===== src/design/fe_mem_pkg.sv =====
package fe_mem_pkg;

   // ************************************************************
   // address split
   // ************************************************************

   localparam int VADDR_WIDTH       = 20;
   localparam int PAGE_OFFSET_WIDTH = 12;
   localparam int VTAG_WIDTH        = 8;   // vaddr[19:12]
   localparam int PTAG_WIDTH        = 10;  // physical page number

   // ************************************************************
   // itlb
   // ************************************************************

   localparam int ITLB_ELS       = 4;
   localparam int ITLB_PTR_WIDTH = 2;

   // ************************************************************
   // icache
   // ************************************************************

   localparam int ICACHE_INDEX_WIDTH = 6;   // vaddr[7:2]
   localparam int ICACHE_TAG_WIDTH   = 14;  // {ptag, vaddr[11:8]}
   localparam int INSTR_WIDTH        = 32;

   // ************************************************************
   // command opcodes
   // ************************************************************

   localparam int OP_WIDTH = 2;

   localparam logic [OP_WIDTH-1:0] OP_FETCH     = 2'd0;
   localparam logic [OP_WIDTH-1:0] OP_TLB_FILL  = 2'd1;
   localparam logic [OP_WIDTH-1:0] OP_TLB_FENCE = 2'd2;
   // opcode 3 is illegal

   // ************************************************************
   // privilege modes
   // ************************************************************

   localparam int PRIV_WIDTH = 2;

   localparam logic [PRIV_WIDTH-1:0] PRIV_U = 2'd0;
   localparam logic [PRIV_WIDTH-1:0] PRIV_S = 2'd1;
   localparam logic [PRIV_WIDTH-1:0] PRIV_M = 2'd3;

   // ************************************************************
   // memory map
   // ************************************************************

   // pages from here up are non-executable i/o space
   localparam logic [PTAG_WIDTH-1:0] PMA_PTAG_LIMIT = 10'd512;

endpackage


===== src/design/fe_cmd_decode.sv =====
`timescale 1ns/1ns

module fe_cmd_decode
   import fe_mem_pkg::*;
(
   input  logic                clk_i,
   input  logic                reset_i,
   input  logic                cmd_v_i,
   input  logic [OP_WIDTH-1:0] cmd_op_i,
   output logic                fetch_v_o,
   output logic                fill_v_o,
   output logic                fence_v_o,
   output logic [ITLB_ELS-1:0] fill_sel_o
);

   logic [ITLB_PTR_WIDTH-1:0] repl_ptr_r;  // next victim entry

   assign fetch_v_o = cmd_v_i & (cmd_op_i == OP_FETCH);
   assign fill_v_o  = cmd_v_i & (cmd_op_i == OP_TLB_FILL);
   assign fence_v_o = cmd_v_i & (cmd_op_i == OP_TLB_FENCE);

   // pointer survives a fence
   always_ff @(posedge clk_i) begin
      if (reset_i) begin
         repl_ptr_r <= '0;
      end else if (fill_v_o) begin
         repl_ptr_r <= repl_ptr_r + 1'b1;  // wraps at ITLB_ELS
      end
   end

   always_comb begin
      fill_sel_o             = '0;
      fill_sel_o[repl_ptr_r] = 1'b1;  // one-hot of victim
   end

   a_no_illegal_op : assert property (
      @(posedge clk_i) disable iff (reset_i)
      cmd_v_i |-> (cmd_op_i != 2'd3)
   ) else $error("illegal command opcode accepted");

endmodule


===== src/design/fe_mem_resp.sv =====
`timescale 1ns/1ns

module fe_mem_resp
   import fe_mem_pkg::*;
(
   input  logic                  clk_i,
   input  logic                  reset_i,
   input  logic                  fetch_v_i,
   input  logic                  poison_i,
   input  logic [PRIV_WIDTH-1:0] priv_i,
   input  logic                  translation_en_i,
   input  logic                  tlb_miss_i,
   input  logic                  tlb_hit_i,
   input  logic [PTAG_WIDTH-1:0] ptag_i,
   input  logic                  u_i,
   input  logic                  x_i,
   input  logic                  icache_hit_i,
   input  logic [INSTR_WIDTH-1:0] icache_data_i,
   output logic                  resp_v_o,
   output logic [INSTR_WIDTH-1:0] resp_data_o,
   output logic                  resp_itlb_miss_o,
   output logic                  resp_icache_miss_o,
   output logic                  resp_page_fault_o,
   output logic                  resp_access_fault_o
);

   logic fetch_v_r;  // fetch sitting in stage 1
   logic priv_fault;
   logic page_fault;
   logic access_fault;

   assign priv_fault   = ((priv_i == PRIV_S) & u_i) | ((priv_i == PRIV_U) & ~u_i);
   assign page_fault   = translation_en_i & tlb_hit_i & (~x_i | priv_fault);
   assign access_fault = (ptag_i >= PMA_PTAG_LIMIT) & ~tlb_miss_i;  // i/o pages

   always_ff @(posedge clk_i) begin
      if (reset_i) begin
         fetch_v_r <= 1'b0;
         resp_v_o  <= 1'b0;
      end else begin
         fetch_v_r <= fetch_v_i;
         resp_v_o  <= fetch_v_r & ~poison_i;  // late kill
      end
   end

   always_ff @(posedge clk_i) begin
      if (fetch_v_r) begin
         resp_data_o         <= icache_hit_i ? icache_data_i : '0;
         resp_itlb_miss_o    <= tlb_miss_i;
         resp_icache_miss_o  <= ~icache_hit_i;
         resp_page_fault_o   <= page_fault;
         resp_access_fault_o <= access_fault;
      end
   end

   // a response needs an itlb lookup in stage 1 that was not poisoned
   a_resp_origin : assert property (
      @(posedge clk_i) disable iff (reset_i)
      resp_v_o |-> $past((tlb_hit_i || tlb_miss_i) && !poison_i)
   ) else $error("response without an unpoisoned itlb lookup in the cycle before");

endmodule


===== src/design/fe_mem_top.sv =====
`timescale 1ns/1ns

module fe_mem_top
   import fe_mem_pkg::*;
(
   input  logic                          clk_i,
   input  logic                          reset_i,
   // command port
   input  logic                          cmd_v_i,
   input  logic [OP_WIDTH-1:0]           cmd_op_i,
   input  logic [VADDR_WIDTH-1:0]        cmd_vaddr_i,
   input  logic [PTAG_WIDTH-1:0]         cmd_fill_ptag_i,
   input  logic                          cmd_fill_u_i,
   input  logic                          cmd_fill_x_i,
   // status
   input  logic [PRIV_WIDTH-1:0]         priv_i,
   input  logic                          translation_en_i,
   input  logic                          poison_i,
   // cache fill port
   input  logic                          fill_v_i,
   input  logic [ICACHE_INDEX_WIDTH-1:0] fill_index_i,
   input  logic [ICACHE_TAG_WIDTH-1:0]   fill_tag_i,
   input  logic [INSTR_WIDTH-1:0]        fill_data_i,
   // response port
   output logic                          resp_v_o,
   output logic [INSTR_WIDTH-1:0]        resp_data_o,
   output logic                          resp_itlb_miss_o,
   output logic                          resp_icache_miss_o,
   output logic                          resp_page_fault_o,
   output logic                          resp_access_fault_o
);

   logic                                fetch_v;
   logic                                tlb_fill_v;
   logic                                fence_v;
   logic [ITLB_ELS-1:0]                 fill_sel;
   logic [ITLB_ELS-1:0]                 match;
   logic [ITLB_ELS-1:0][PTAG_WIDTH-1:0] entry_ptag;
   logic [ITLB_ELS-1:0]                 entry_u;
   logic [ITLB_ELS-1:0]                 entry_x;
   logic [PTAG_WIDTH-1:0]               ptag;
   logic                                tlb_u;
   logic                                tlb_x;
   logic                                tlb_hit;
   logic                                tlb_miss;
   logic [INSTR_WIDTH-1:0]              icache_data;
   logic                                icache_hit;

   wire [VTAG_WIDTH-1:0] vtag = cmd_vaddr_i[VADDR_WIDTH-1:PAGE_OFFSET_WIDTH];

   fe_cmd_decode i_fe_cmd_decode (
      .clk_i      (clk_i),
      .reset_i    (reset_i),
      .cmd_v_i    (cmd_v_i),
      .cmd_op_i   (cmd_op_i),
      .fetch_v_o  (fetch_v),
      .fill_v_o   (tlb_fill_v),
      .fence_v_o  (fence_v),
      .fill_sel_o (fill_sel)
   );

   for (genvar i = 0; i < ITLB_ELS; i++) begin : g_itlb
      itlb_entry i_itlb_entry (
         .clk_i       (clk_i),
         .reset_i     (reset_i),
         .fence_i     (fence_v),
         .fill_i      (tlb_fill_v & fill_sel[i]),  // victim only
         .vtag_i      (vtag),
         .fill_ptag_i (cmd_fill_ptag_i),
         .fill_u_i    (cmd_fill_u_i),
         .fill_x_i    (cmd_fill_x_i),
         .match_o     (match[i]),
         .ptag_o      (entry_ptag[i]),
         .u_o         (entry_u[i]),
         .x_o         (entry_x[i])
      );
   end

   itlb_match i_itlb_match (
      .clk_i            (clk_i),
      .reset_i          (reset_i),
      .fetch_v_i        (fetch_v),
      .translation_en_i (translation_en_i),
      .match_i          (match),
      .entry_ptag_i     (entry_ptag),
      .entry_u_i        (entry_u),
      .entry_x_i        (entry_x),
      .vtag_i           (vtag),
      .ptag_o           (ptag),
      .u_o              (tlb_u),
      .x_o              (tlb_x),
      .hit_o            (tlb_hit),
      .miss_o           (tlb_miss)
   );

   icache_store i_icache_store (
      .clk_i        (clk_i),
      .reset_i      (reset_i),
      .fetch_v_i    (fetch_v),
      .index_i      (cmd_vaddr_i[ICACHE_INDEX_WIDTH+1:2]),
      .offset_hi_i  (cmd_vaddr_i[PAGE_OFFSET_WIDTH-1:ICACHE_INDEX_WIDTH+2]),
      .fill_v_i     (fill_v_i),
      .fill_index_i (fill_index_i),
      .fill_tag_i   (fill_tag_i),
      .fill_data_i  (fill_data_i),
      .ptag_i       (ptag),
      .ptag_v_i     (tlb_hit),
      .data_o       (icache_data),
      .hit_o        (icache_hit)
   );

   fe_mem_resp i_fe_mem_resp (
      .clk_i               (clk_i),
      .reset_i             (reset_i),
      .fetch_v_i           (fetch_v),
      .poison_i            (poison_i),
      .priv_i              (priv_i),
      .translation_en_i    (translation_en_i),
      .tlb_miss_i          (tlb_miss),
      .tlb_hit_i           (tlb_hit),
      .ptag_i              (ptag),
      .u_i                 (tlb_u),
      .x_i                 (tlb_x),
      .icache_hit_i        (icache_hit),
      .icache_data_i       (icache_data),
      .resp_v_o            (resp_v_o),
      .resp_data_o         (resp_data_o),
      .resp_itlb_miss_o    (resp_itlb_miss_o),
      .resp_icache_miss_o  (resp_icache_miss_o),
      .resp_page_fault_o   (resp_page_fault_o),
      .resp_access_fault_o (resp_access_fault_o)
   );

endmodule


===== src/design/icache_store.sv =====
`timescale 1ns/1ns

module icache_store
   import fe_mem_pkg::*;
(
   input  logic                                         clk_i,
   input  logic                                         reset_i,
   input  logic                                         fetch_v_i,
   input  logic [ICACHE_INDEX_WIDTH-1:0]                index_i,
   input  logic [ICACHE_TAG_WIDTH-PTAG_WIDTH-1:0]       offset_hi_i,
   input  logic                                         fill_v_i,
   input  logic [ICACHE_INDEX_WIDTH-1:0]                fill_index_i,
   input  logic [ICACHE_TAG_WIDTH-1:0]                  fill_tag_i,
   input  logic [INSTR_WIDTH-1:0]                       fill_data_i,
   input  logic [PTAG_WIDTH-1:0]                        ptag_i,
   input  logic                                         ptag_v_i,
   output logic [INSTR_WIDTH-1:0]                       data_o,
   output logic                                         hit_o
);

   // ************************************************************
   // line arrays
   // ************************************************************

   logic [(1<<ICACHE_INDEX_WIDTH)-1:0] valid_r;
   logic [ICACHE_TAG_WIDTH-1:0]        tag_mem  [0:(1<<ICACHE_INDEX_WIDTH)-1];
   logic [INSTR_WIDTH-1:0]             data_mem [0:(1<<ICACHE_INDEX_WIDTH)-1];

   always_ff @(posedge clk_i) begin
      if (reset_i) begin
         valid_r <= '0;
      end else if (fill_v_i) begin
         valid_r[fill_index_i] <= 1'b1;
      end
   end

   always_ff @(posedge clk_i) begin
      if (fill_v_i) begin
         tag_mem[fill_index_i]  <= fill_tag_i;
         data_mem[fill_index_i] <= fill_data_i;
      end
   end

   // ************************************************************
   // stage 0 read, stage 1 compare
   // ************************************************************

   logic                                   line_v_r;
   logic [ICACHE_TAG_WIDTH-1:0]            line_tag_r;
   logic [INSTR_WIDTH-1:0]                 line_data_r;
   logic [ICACHE_TAG_WIDTH-PTAG_WIDTH-1:0] offset_hi_r;

   // read sees the arrays before a same-cycle fill lands
   always_ff @(posedge clk_i) begin
      if (fetch_v_i) begin
         line_v_r    <= valid_r[index_i];
         line_tag_r  <= tag_mem[index_i];
         line_data_r <= data_mem[index_i];
         offset_hi_r <= offset_hi_i;
      end
   end

   assign hit_o  = ptag_v_i & line_v_r & (line_tag_r == {ptag_i, offset_hi_r});
   assign data_o = line_data_r;

endmodule


===== src/design/itlb_entry.sv =====
`timescale 1ns/1ns

module itlb_entry
   import fe_mem_pkg::*;
(
   input  logic                  clk_i,
   input  logic                  reset_i,
   input  logic                  fence_i,
   input  logic                  fill_i,
   input  logic [VTAG_WIDTH-1:0] vtag_i,
   input  logic [PTAG_WIDTH-1:0] fill_ptag_i,
   input  logic                  fill_u_i,
   input  logic                  fill_x_i,
   output logic                  match_o,
   output logic [PTAG_WIDTH-1:0] ptag_o,
   output logic                  u_o,
   output logic                  x_o
);

   logic                  valid_r;
   logic [VTAG_WIDTH-1:0] vtag_r;
   logic [PTAG_WIDTH-1:0] ptag_r;
   logic                  u_r;
   logic                  x_r;

   always_ff @(posedge clk_i) begin
      if (reset_i) begin
         valid_r <= 1'b0;
      end else if (fence_i) begin
         valid_r <= 1'b0;  // fence drops every translation
      end else if (fill_i) begin
         valid_r <= 1'b1;
      end
   end

   always_ff @(posedge clk_i) begin
      if (fill_i) begin
         vtag_r <= vtag_i;  // fill vtag rides on the command address
         ptag_r <= fill_ptag_i;
         u_r    <= fill_u_i;
         x_r    <= fill_x_i;
      end
   end

   assign match_o = valid_r & (vtag_r == vtag_i);
   assign ptag_o  = ptag_r;
   assign u_o     = u_r;
   assign x_o     = x_r;

endmodule


===== src/design/itlb_match.sv =====
`timescale 1ns/1ns

module itlb_match
   import fe_mem_pkg::*;
(
   input  logic                                clk_i,
   input  logic                                reset_i,
   input  logic                                fetch_v_i,
   input  logic                                translation_en_i,
   input  logic [ITLB_ELS-1:0]                 match_i,
   input  logic [ITLB_ELS-1:0][PTAG_WIDTH-1:0] entry_ptag_i,
   input  logic [ITLB_ELS-1:0]                 entry_u_i,
   input  logic [ITLB_ELS-1:0]                 entry_x_i,
   input  logic [VTAG_WIDTH-1:0]               vtag_i,
   output logic [PTAG_WIDTH-1:0]               ptag_o,
   output logic                                u_o,
   output logic                                x_o,
   output logic                                hit_o,
   output logic                                miss_o
);

   logic                  fetch_v_r;
   logic [ITLB_ELS-1:0]   match_r;
   logic [VTAG_WIDTH-1:0] vtag_r;
   logic [PTAG_WIDTH-1:0] sel_ptag;
   logic                  any_match;

   always_ff @(posedge clk_i) begin
      if (reset_i) begin
         fetch_v_r <= 1'b0;
         match_r   <= '0;
      end else begin
         fetch_v_r <= fetch_v_i;
         match_r   <= match_i;
      end
   end

   always_ff @(posedge clk_i) begin
      vtag_r <= vtag_i;
   end

   // and-or mux relies on at most one bit of match_r set
   always_comb begin
      sel_ptag = '0;
      u_o      = 1'b0;
      x_o      = 1'b0;
      for (int i = 0; i < ITLB_ELS; i++) begin
         sel_ptag = sel_ptag | ({PTAG_WIDTH{match_r[i]}} & entry_ptag_i[i]);
         u_o      = u_o | (match_r[i] & entry_u_i[i]);
         x_o      = x_o | (match_r[i] & entry_x_i[i]);
      end
   end

   assign any_match = |match_r;
   assign ptag_o    = translation_en_i ? sel_ptag : PTAG_WIDTH'(vtag_r);  // identity map when off
   assign hit_o     = fetch_v_r & (any_match | ~translation_en_i);
   assign miss_o    = fetch_v_r & ~any_match & translation_en_i;

   a_one_match : assert property (
      @(posedge clk_i) disable iff (reset_i)
      fetch_v_r |-> $onehot0(match_r)
   ) else $error("itlb has more than one entry matching a vtag");

endmodule


===== config.mk =====
export PLATFORM = sky130hd
export DESIGN_NAME = fe_mem_top
export DESIGN_NICKNAME = d
export VERILOG_FILES = /design/src/design/fe_mem_pkg.sv /design/src/design/fe_cmd_decode.sv /design/src/design/fe_mem_resp.sv /design/src/design/fe_mem_top.sv /design/src/design/icache_store.sv /design/src/design/itlb_entry.sv /design/src/design/itlb_match.sv
export SDC_FILE = /design/constraint.sdc
export NUM_CORES = 2
export LEC_CHECK = 0
export BUFFER_PORTS_ARGS = -buffer_cell sky130_fd_sc_hd__buf_2
export CAP_MARGIN = 0
export CORE_MARGIN = 1
export CORE_UTILIZATION = 57
export CTS_BUF_LIST = sky130_fd_sc_hd__clkbuf_8
export DETAILED_ROUTE_END_ITERATION = 7
export HOLD_SLACK_MARGIN = 0.15
export PLACE_DENSITY = 0.74
export SLEW_MARGIN = 20
export SYNTH_ARGS = -nofsm -noshare
export SYNTH_HDL_FRONTEND = slang
export SYNTH_HIERARCHICAL = 1
export SYNTH_SLANG_ARGS = --single-unit

===== constraint.sdc =====
create_clock -name clk_i -period 7.1 [get_ports clk_i]
set_clock_uncertainty 0.15 [all_clocks]
set_input_delay 2.13 -clock clk_i [delete_from_list [all_inputs] [get_ports clk_i]]
set_output_delay 2.13 -clock clk_i [all_outputs]
set_load 0.005 [all_outputs]

# Word level (Yosys, flattened, before mapping)
# Memories as Yosys holds them, arrays and structs flattened. A register that Yosys moved wholly into a read port is not among the register bits.
# Index checks and enable logic that the tools add are counted.
# totals
out_inout_bits	37
inputBits	94
memories	2
wordCells	119
mem_bits_rw	2944
ff_bits	205
# classes
bitwise_logic	54
n_eq_ne	8
magnitude_cmp	6
mux	9
n_reduce_logical	6
n_addsub	1
# memory_table
memory	depth	word_bits	rd	rd_ports_with_merged_regs	wr	line	text
i_icache_store.data_mem	64	32	1	1	1	icache_store.sv:27	logic [INSTR_WIDTH-1:0] data_mem [0:(1<<ICACHE_INDEX_WIDTH)-1];
i_icache_store.tag_mem	64	14	1	1	1	icache_store.sv:26	logic [ICACHE_TAG_WIDTH-1:0] tag_mem [0:(1<<ICACHE_INDEX_WIDTH)-1];
# op_table
cell	count
$or A64 B64 Y64	1
$and A10 B10 Y10	4
$eq A8 B8 Y1	4
$and A1 B1 Y1	30
$or A10 B10 Y10	3
$eq A14 B14 Y1	1
$lt A6 B7 Y1 const B	2
$ge A10 B10 Y1 const B	1
$mux W10	1
$or A1 B1 Y1	9
$not A1 Y1	7
$bmux W1 S6	1
$demux W1 S6	1
$ge A6 B1 Y1 const B	1
$mux W1	5
$eq A2 B1 Y1 const B	2
$logic_not A2 Y1	2
$reduce_or A4 Y1	1
$lt A2 B3 Y1 const B	1
$add A2 B1 Y2 const B	1
$demux W1 S2	1
$eq A2 B2 Y1 const B	1
$ge A2 B1 Y1 const B	1
$logic_and A1 B1 Y1	2
$reduce_or A2 Y1	1

# Logic depth before layout (Yosys ltp)
# depth
ltp_word	9
mapped_depth	11

# Cells and area by module
# The synthesis kept the hierarchy.
# modules_own_cells
mod	cells_per_inst	area_each_um2	n_inst
icache_store	4962	115653.4	1
itlb_entry	35	724.4	4
fe_mem_resp	81	1386.3	1
itlb_match	72	660.6	1
fe_cmd_decode	17	171.4	1
fe_mem_top	4	25.0	1

# Worst setup path after synthesis
# OpenSTA, ideal clock, no wires.
# synth_path
path_type	input -> register
startpoint	input cmd_op_i[1]
endpoint	register i_icache_store.line_data_r[0], in the netlist i_icache_store/data_o[0], read port of i_icache_store.data_mem (enable)
slack_ns	0.449
path_buffers	0
arrival_time_ns	5.963
setup_time_ns	0.537
stages	1
required_time_ns	6.413
cell_sequence	nor3b_1
# synth_between
elab_chain_cells	2
# synth_rtl
element	line	text
from (decl)	fe_mem_top.sv:10	input logic [OP_WIDTH-1:0] cmd_op_i,
$logic_not A2 Y1	fe_cmd_decode.sv:18	assign fetch_v_o = cmd_v_i & (cmd_op_i == OP_FETCH);
$and A1 B1 Y1	fe_cmd_decode.sv:18	
to (decl)	icache_store.sv:50	logic [INSTR_WIDTH-1:0] line_data_r;
# No other way between the ends.
# A chain may end at the register's enable or synchronous reset.

==> results.ini <==
[worst_setup_path]
cp_cell_sequence = buf_8, buf_4, nand2b_2, buf_4, o22ai_1, nor2_1, a21oi_1, nor2_1
critPathBufInv = 3
cp-end-kind = flip-flop
cp_slowest_cell = nand2b_2
r2r_slack_ps = 4240
crit_arrival_ps = 5250
reg2regPathDepth = 8
crit_type = input port to flip-flop
crit_cells = 8
cp-start-kind = input port
critical_path.max_stage_delay_ps = 990
cp_top_family = simple AND/OR/NAND/NOR gates
worst-endpoint-required_ps = 7810
crit_fanout = 70

[drt]
drt-pass1-iter-count = 6
dr_total_vias = 59560
wl_per_cell_um = 33.90
wirelength_mm = 304.2
first_iter_violations = 9002
drcViolationCount = 0
via_per_inst = 6.638
ant_nets = 0

[sta]
fin_ws_ps = 2560
grt_setup_unrepaired = false
worstMarginPinSlew_ps = 1245
post-route-period-util_pct = 63.95
setup_violations = 0
max_freq_mhz = 220.3
finalSetupTns_ps = 0
relSlewSlack_pct = 16.97
fin_crit_ps = 4540
hold_viol_final = 0
drv_slew = 0

[pwr]
finalPower_mw = 36.33
combPwrFrac_pct = 4.8
p_clk_share_pct = 37.7
switchingPower_mw = 7.880
peakVddDrop_v = 0.0001996
p_seq_share_pct = 57.5
p_per_area_nw_per_um2 = 269.7
swShare_pct = 21.69
total_leakage_power_nw = 42.34
p_int_mw = 28.45

[layout]
final_nets = 5884
drive_gt1_share_pct = 29.90
seqCellArea_um2 = 95120
utilization_pct = 64.15
syn_to_final_growth_pct = 11.51
final_common_cell = edfxtp_1
fill_cells = 13080
multi_input_area_um2 = 24690
mostFrequentLayoutCells = edfxtp_1, mux4_2, clkbuf_8

[place]
place_hpwl_mm = 167.9
pre_cts_ws_ps = 1563
gp_congestion = 0.8146
port_buffers = 128

[yosys]
synth.area.top_cells = edfxtp_1, mux4_2, dfxtp_1, nor2_1, o22ai_1
yosysSeqAreaShare_pct = 78.75
syn-num-nets = 5374
synth.avg_cell_area_um2 = 22.90
yosysTopAreaCellShare_pct = 77.34
synth_area_leader_cell = edfxtp_1
synth_seq_cells = 3196
ys_types = 45
yosysWarnings = 6
synthCells = 5276
synth.cell_area_um2 = 120800

[job]
cap_violations = 0

[cts]
clockBufferDepth = 4
cts.htree.levels = 5
cts_buffers = 479
cts_tree = built
postCtsSetupBuffers = 0
cts_num_sinks = 3196
cts-hold-fix-buffers = 0
cts_root_buf = clkbuf_8
cts-resized-gates = 0
cts.clk_slew.worst_paths_ps = 60
clock_latency_ps = 1130

[run_status]
status = finished, final reports clean

[grt]
grt_pass1_vias = 60290
grt_max_degree = 131
gr-total-overflow = 0
grt_pass1_wl_mm = 429.9
grt_use_total_pct = 28.52
antenna_found_initial = 25

[floorplanning]
rows = 168
die-area_um2 = 213800
die_y_um = 462.4
pin_count = 131
core_um2 = 210000
die_x_um = 462.4
start_util_pct = 57.52

[hold_path]
hold_class = flip-flop to flip-flop
hold_depth = 2

==> worst reg2reg max path, delay by kind of cell, from the launching register on <==
| family | cells | cell delay (ps) |
|---|---|---|
| buffers and inverters | 1 | 320 |
| AO/OA/AOI/OAI | 2 | 480 |
| flip-flops | 1 | 730 |
| AND/OR/NAND/NOR | 4 | 910 |
| XOR/XNOR | 1 | 100 |
==> layer usage <==
layer  part of all wire, %  track usage (%)
met5                 0.030                0
met4                   3.5            10.16
met3                    13            7.380
met2                    48            44.47
met1                    36            39.48
==> kinds of logic (layout without fill, tap and decap cells) <==
group                    count (synthesis)  in the layout  share of synthesized area [%]
buffers and inverters                  287           1171                          1.235
other                                    0              7                              0
AND/OR/NAND/NOR                        465            465                          1.710
flip-flops                            3196           3196                          78.75
AO/OA/AOI/OAI                          363            363                          1.894
XOR/XNOR                                47             47                         0.3408
multiplexers                           914            914                          16.03
adder cells (fa/ha/maj)                  4              4                        0.04143
==> sequential cells by signal (all words and copies together), names as in the netlist, 2 cells and up <==
signal,flops
i_icache_store/tag_mem,896
g_itlb.i_itlb_entry/x_o,4
g_itlb.i_itlb_entry/vtag_r,32
i_icache_store/data_o,32
i_fe_mem_resp/resp_data_o,32
i_fe_cmd_decode/repl_ptr_r,2
g_itlb.i_itlb_entry/ptag_o,40
i_icache_store/data_mem,2048
i_icache_store/line_tag_r,14
i_itlb_match/vtag_r,8
i_icache_store/valid_r,64
i_icache_store/offset_hi_r,4
g_itlb.i_itlb_entry/u_o,4
g_itlb.i_itlb_entry/valid_r,4
i_itlb_match/match_r,4
==> per-stage QoR <==
| step | instance area (um^2) | instances | hold slack [ps] |
|---|---|---|---|
| after floorplan | 120800 | 5276 | 284.8 |
| after global placement | 125800 | 8103 | 296.3 |
| after detailed placement | 125800 | 8104 | 308.5 |
| after CTS | 134500 | 8959 | 322.6 |
| after global routing | 134700 | 8969 | 341.0 |
| final | 134700 | 8972 | 318.4 |
==> synthesized netlist by cell type, drive strengths merged <==
| cell type | n |
|---|---|
| edfxtp | 3111 |
| mux4 | 810 |
| nor2 | 296 |
| buf | 153 |
| o22ai | 151 |
| clkbuf | 129 |
| dfxtp | 85 |
| a21oi | 67 |
| mux2 | 63 |
| nand2 | 50 |
| o221ai | 48 |
| o21ai | 45 |
| mux2i | 41 |
| xnor2 | 40 |
| and2 | 37 |
| a31oi | 25 |
| a22oi | 24 |
| nor3 | 17 |
| nor2b | 13 |
| nand2b | 11 |
| nand3 | 9 |
| nand4 | 8 |
| xor2 | 7 |
| nand3b | 6 |
| inv | 5 |
| or3b | 5 |
| ha | 4 |
| or2 | 4 |
| or3 | 3 |
| a21boi | 2 |
| and3b | 2 |
| nor3b | 2 |
| and4bb | 1 |
| nor4 | 1 |
| o41a | 1 |
==> worst paths after layout <==
check	to	start
max	i_icache_store/data_o[10]	cmd_vaddr_i[3]
min	i_icache_store/valid_r[11]	i_icache_store/valid_r[11]
max reg2reg	i_fe_mem_resp/resp_data_o[25]	i_itlb_match/match_r[1]
min reg2reg	i_icache_store/valid_r[11]	i_icache_store/valid_r[11]
==> layout make-up <==
cell class | instances | area share [%]
diodes | 7 | 0.01300
clock buffers | 497 | 5.078
clock inverters | 358 | 1.351
inverters | 5 | 0.01951
multi-input cells | 1793 | 18.33
flip-flops and latches | 3196 | 70.62
well taps | 2805 | 2.606
repair buffers | 311 | 1.983
==> power groups by stage <==
stage / Sequential [mW] / Clock [mW] / Combinational [mW]
floorplan: 21.3 / 0 / 0.997
global placement: 21.3 / 0 / 1.67
detailed placement: 21.3 / 0 / 1.71
CTS: 20.9 / 13.9 / 1.71
global route: 20.9 / 14.7 / 1.82
finish: 20.9 / 13.7 / 1.73
Power figures use the tool's default switching activity.
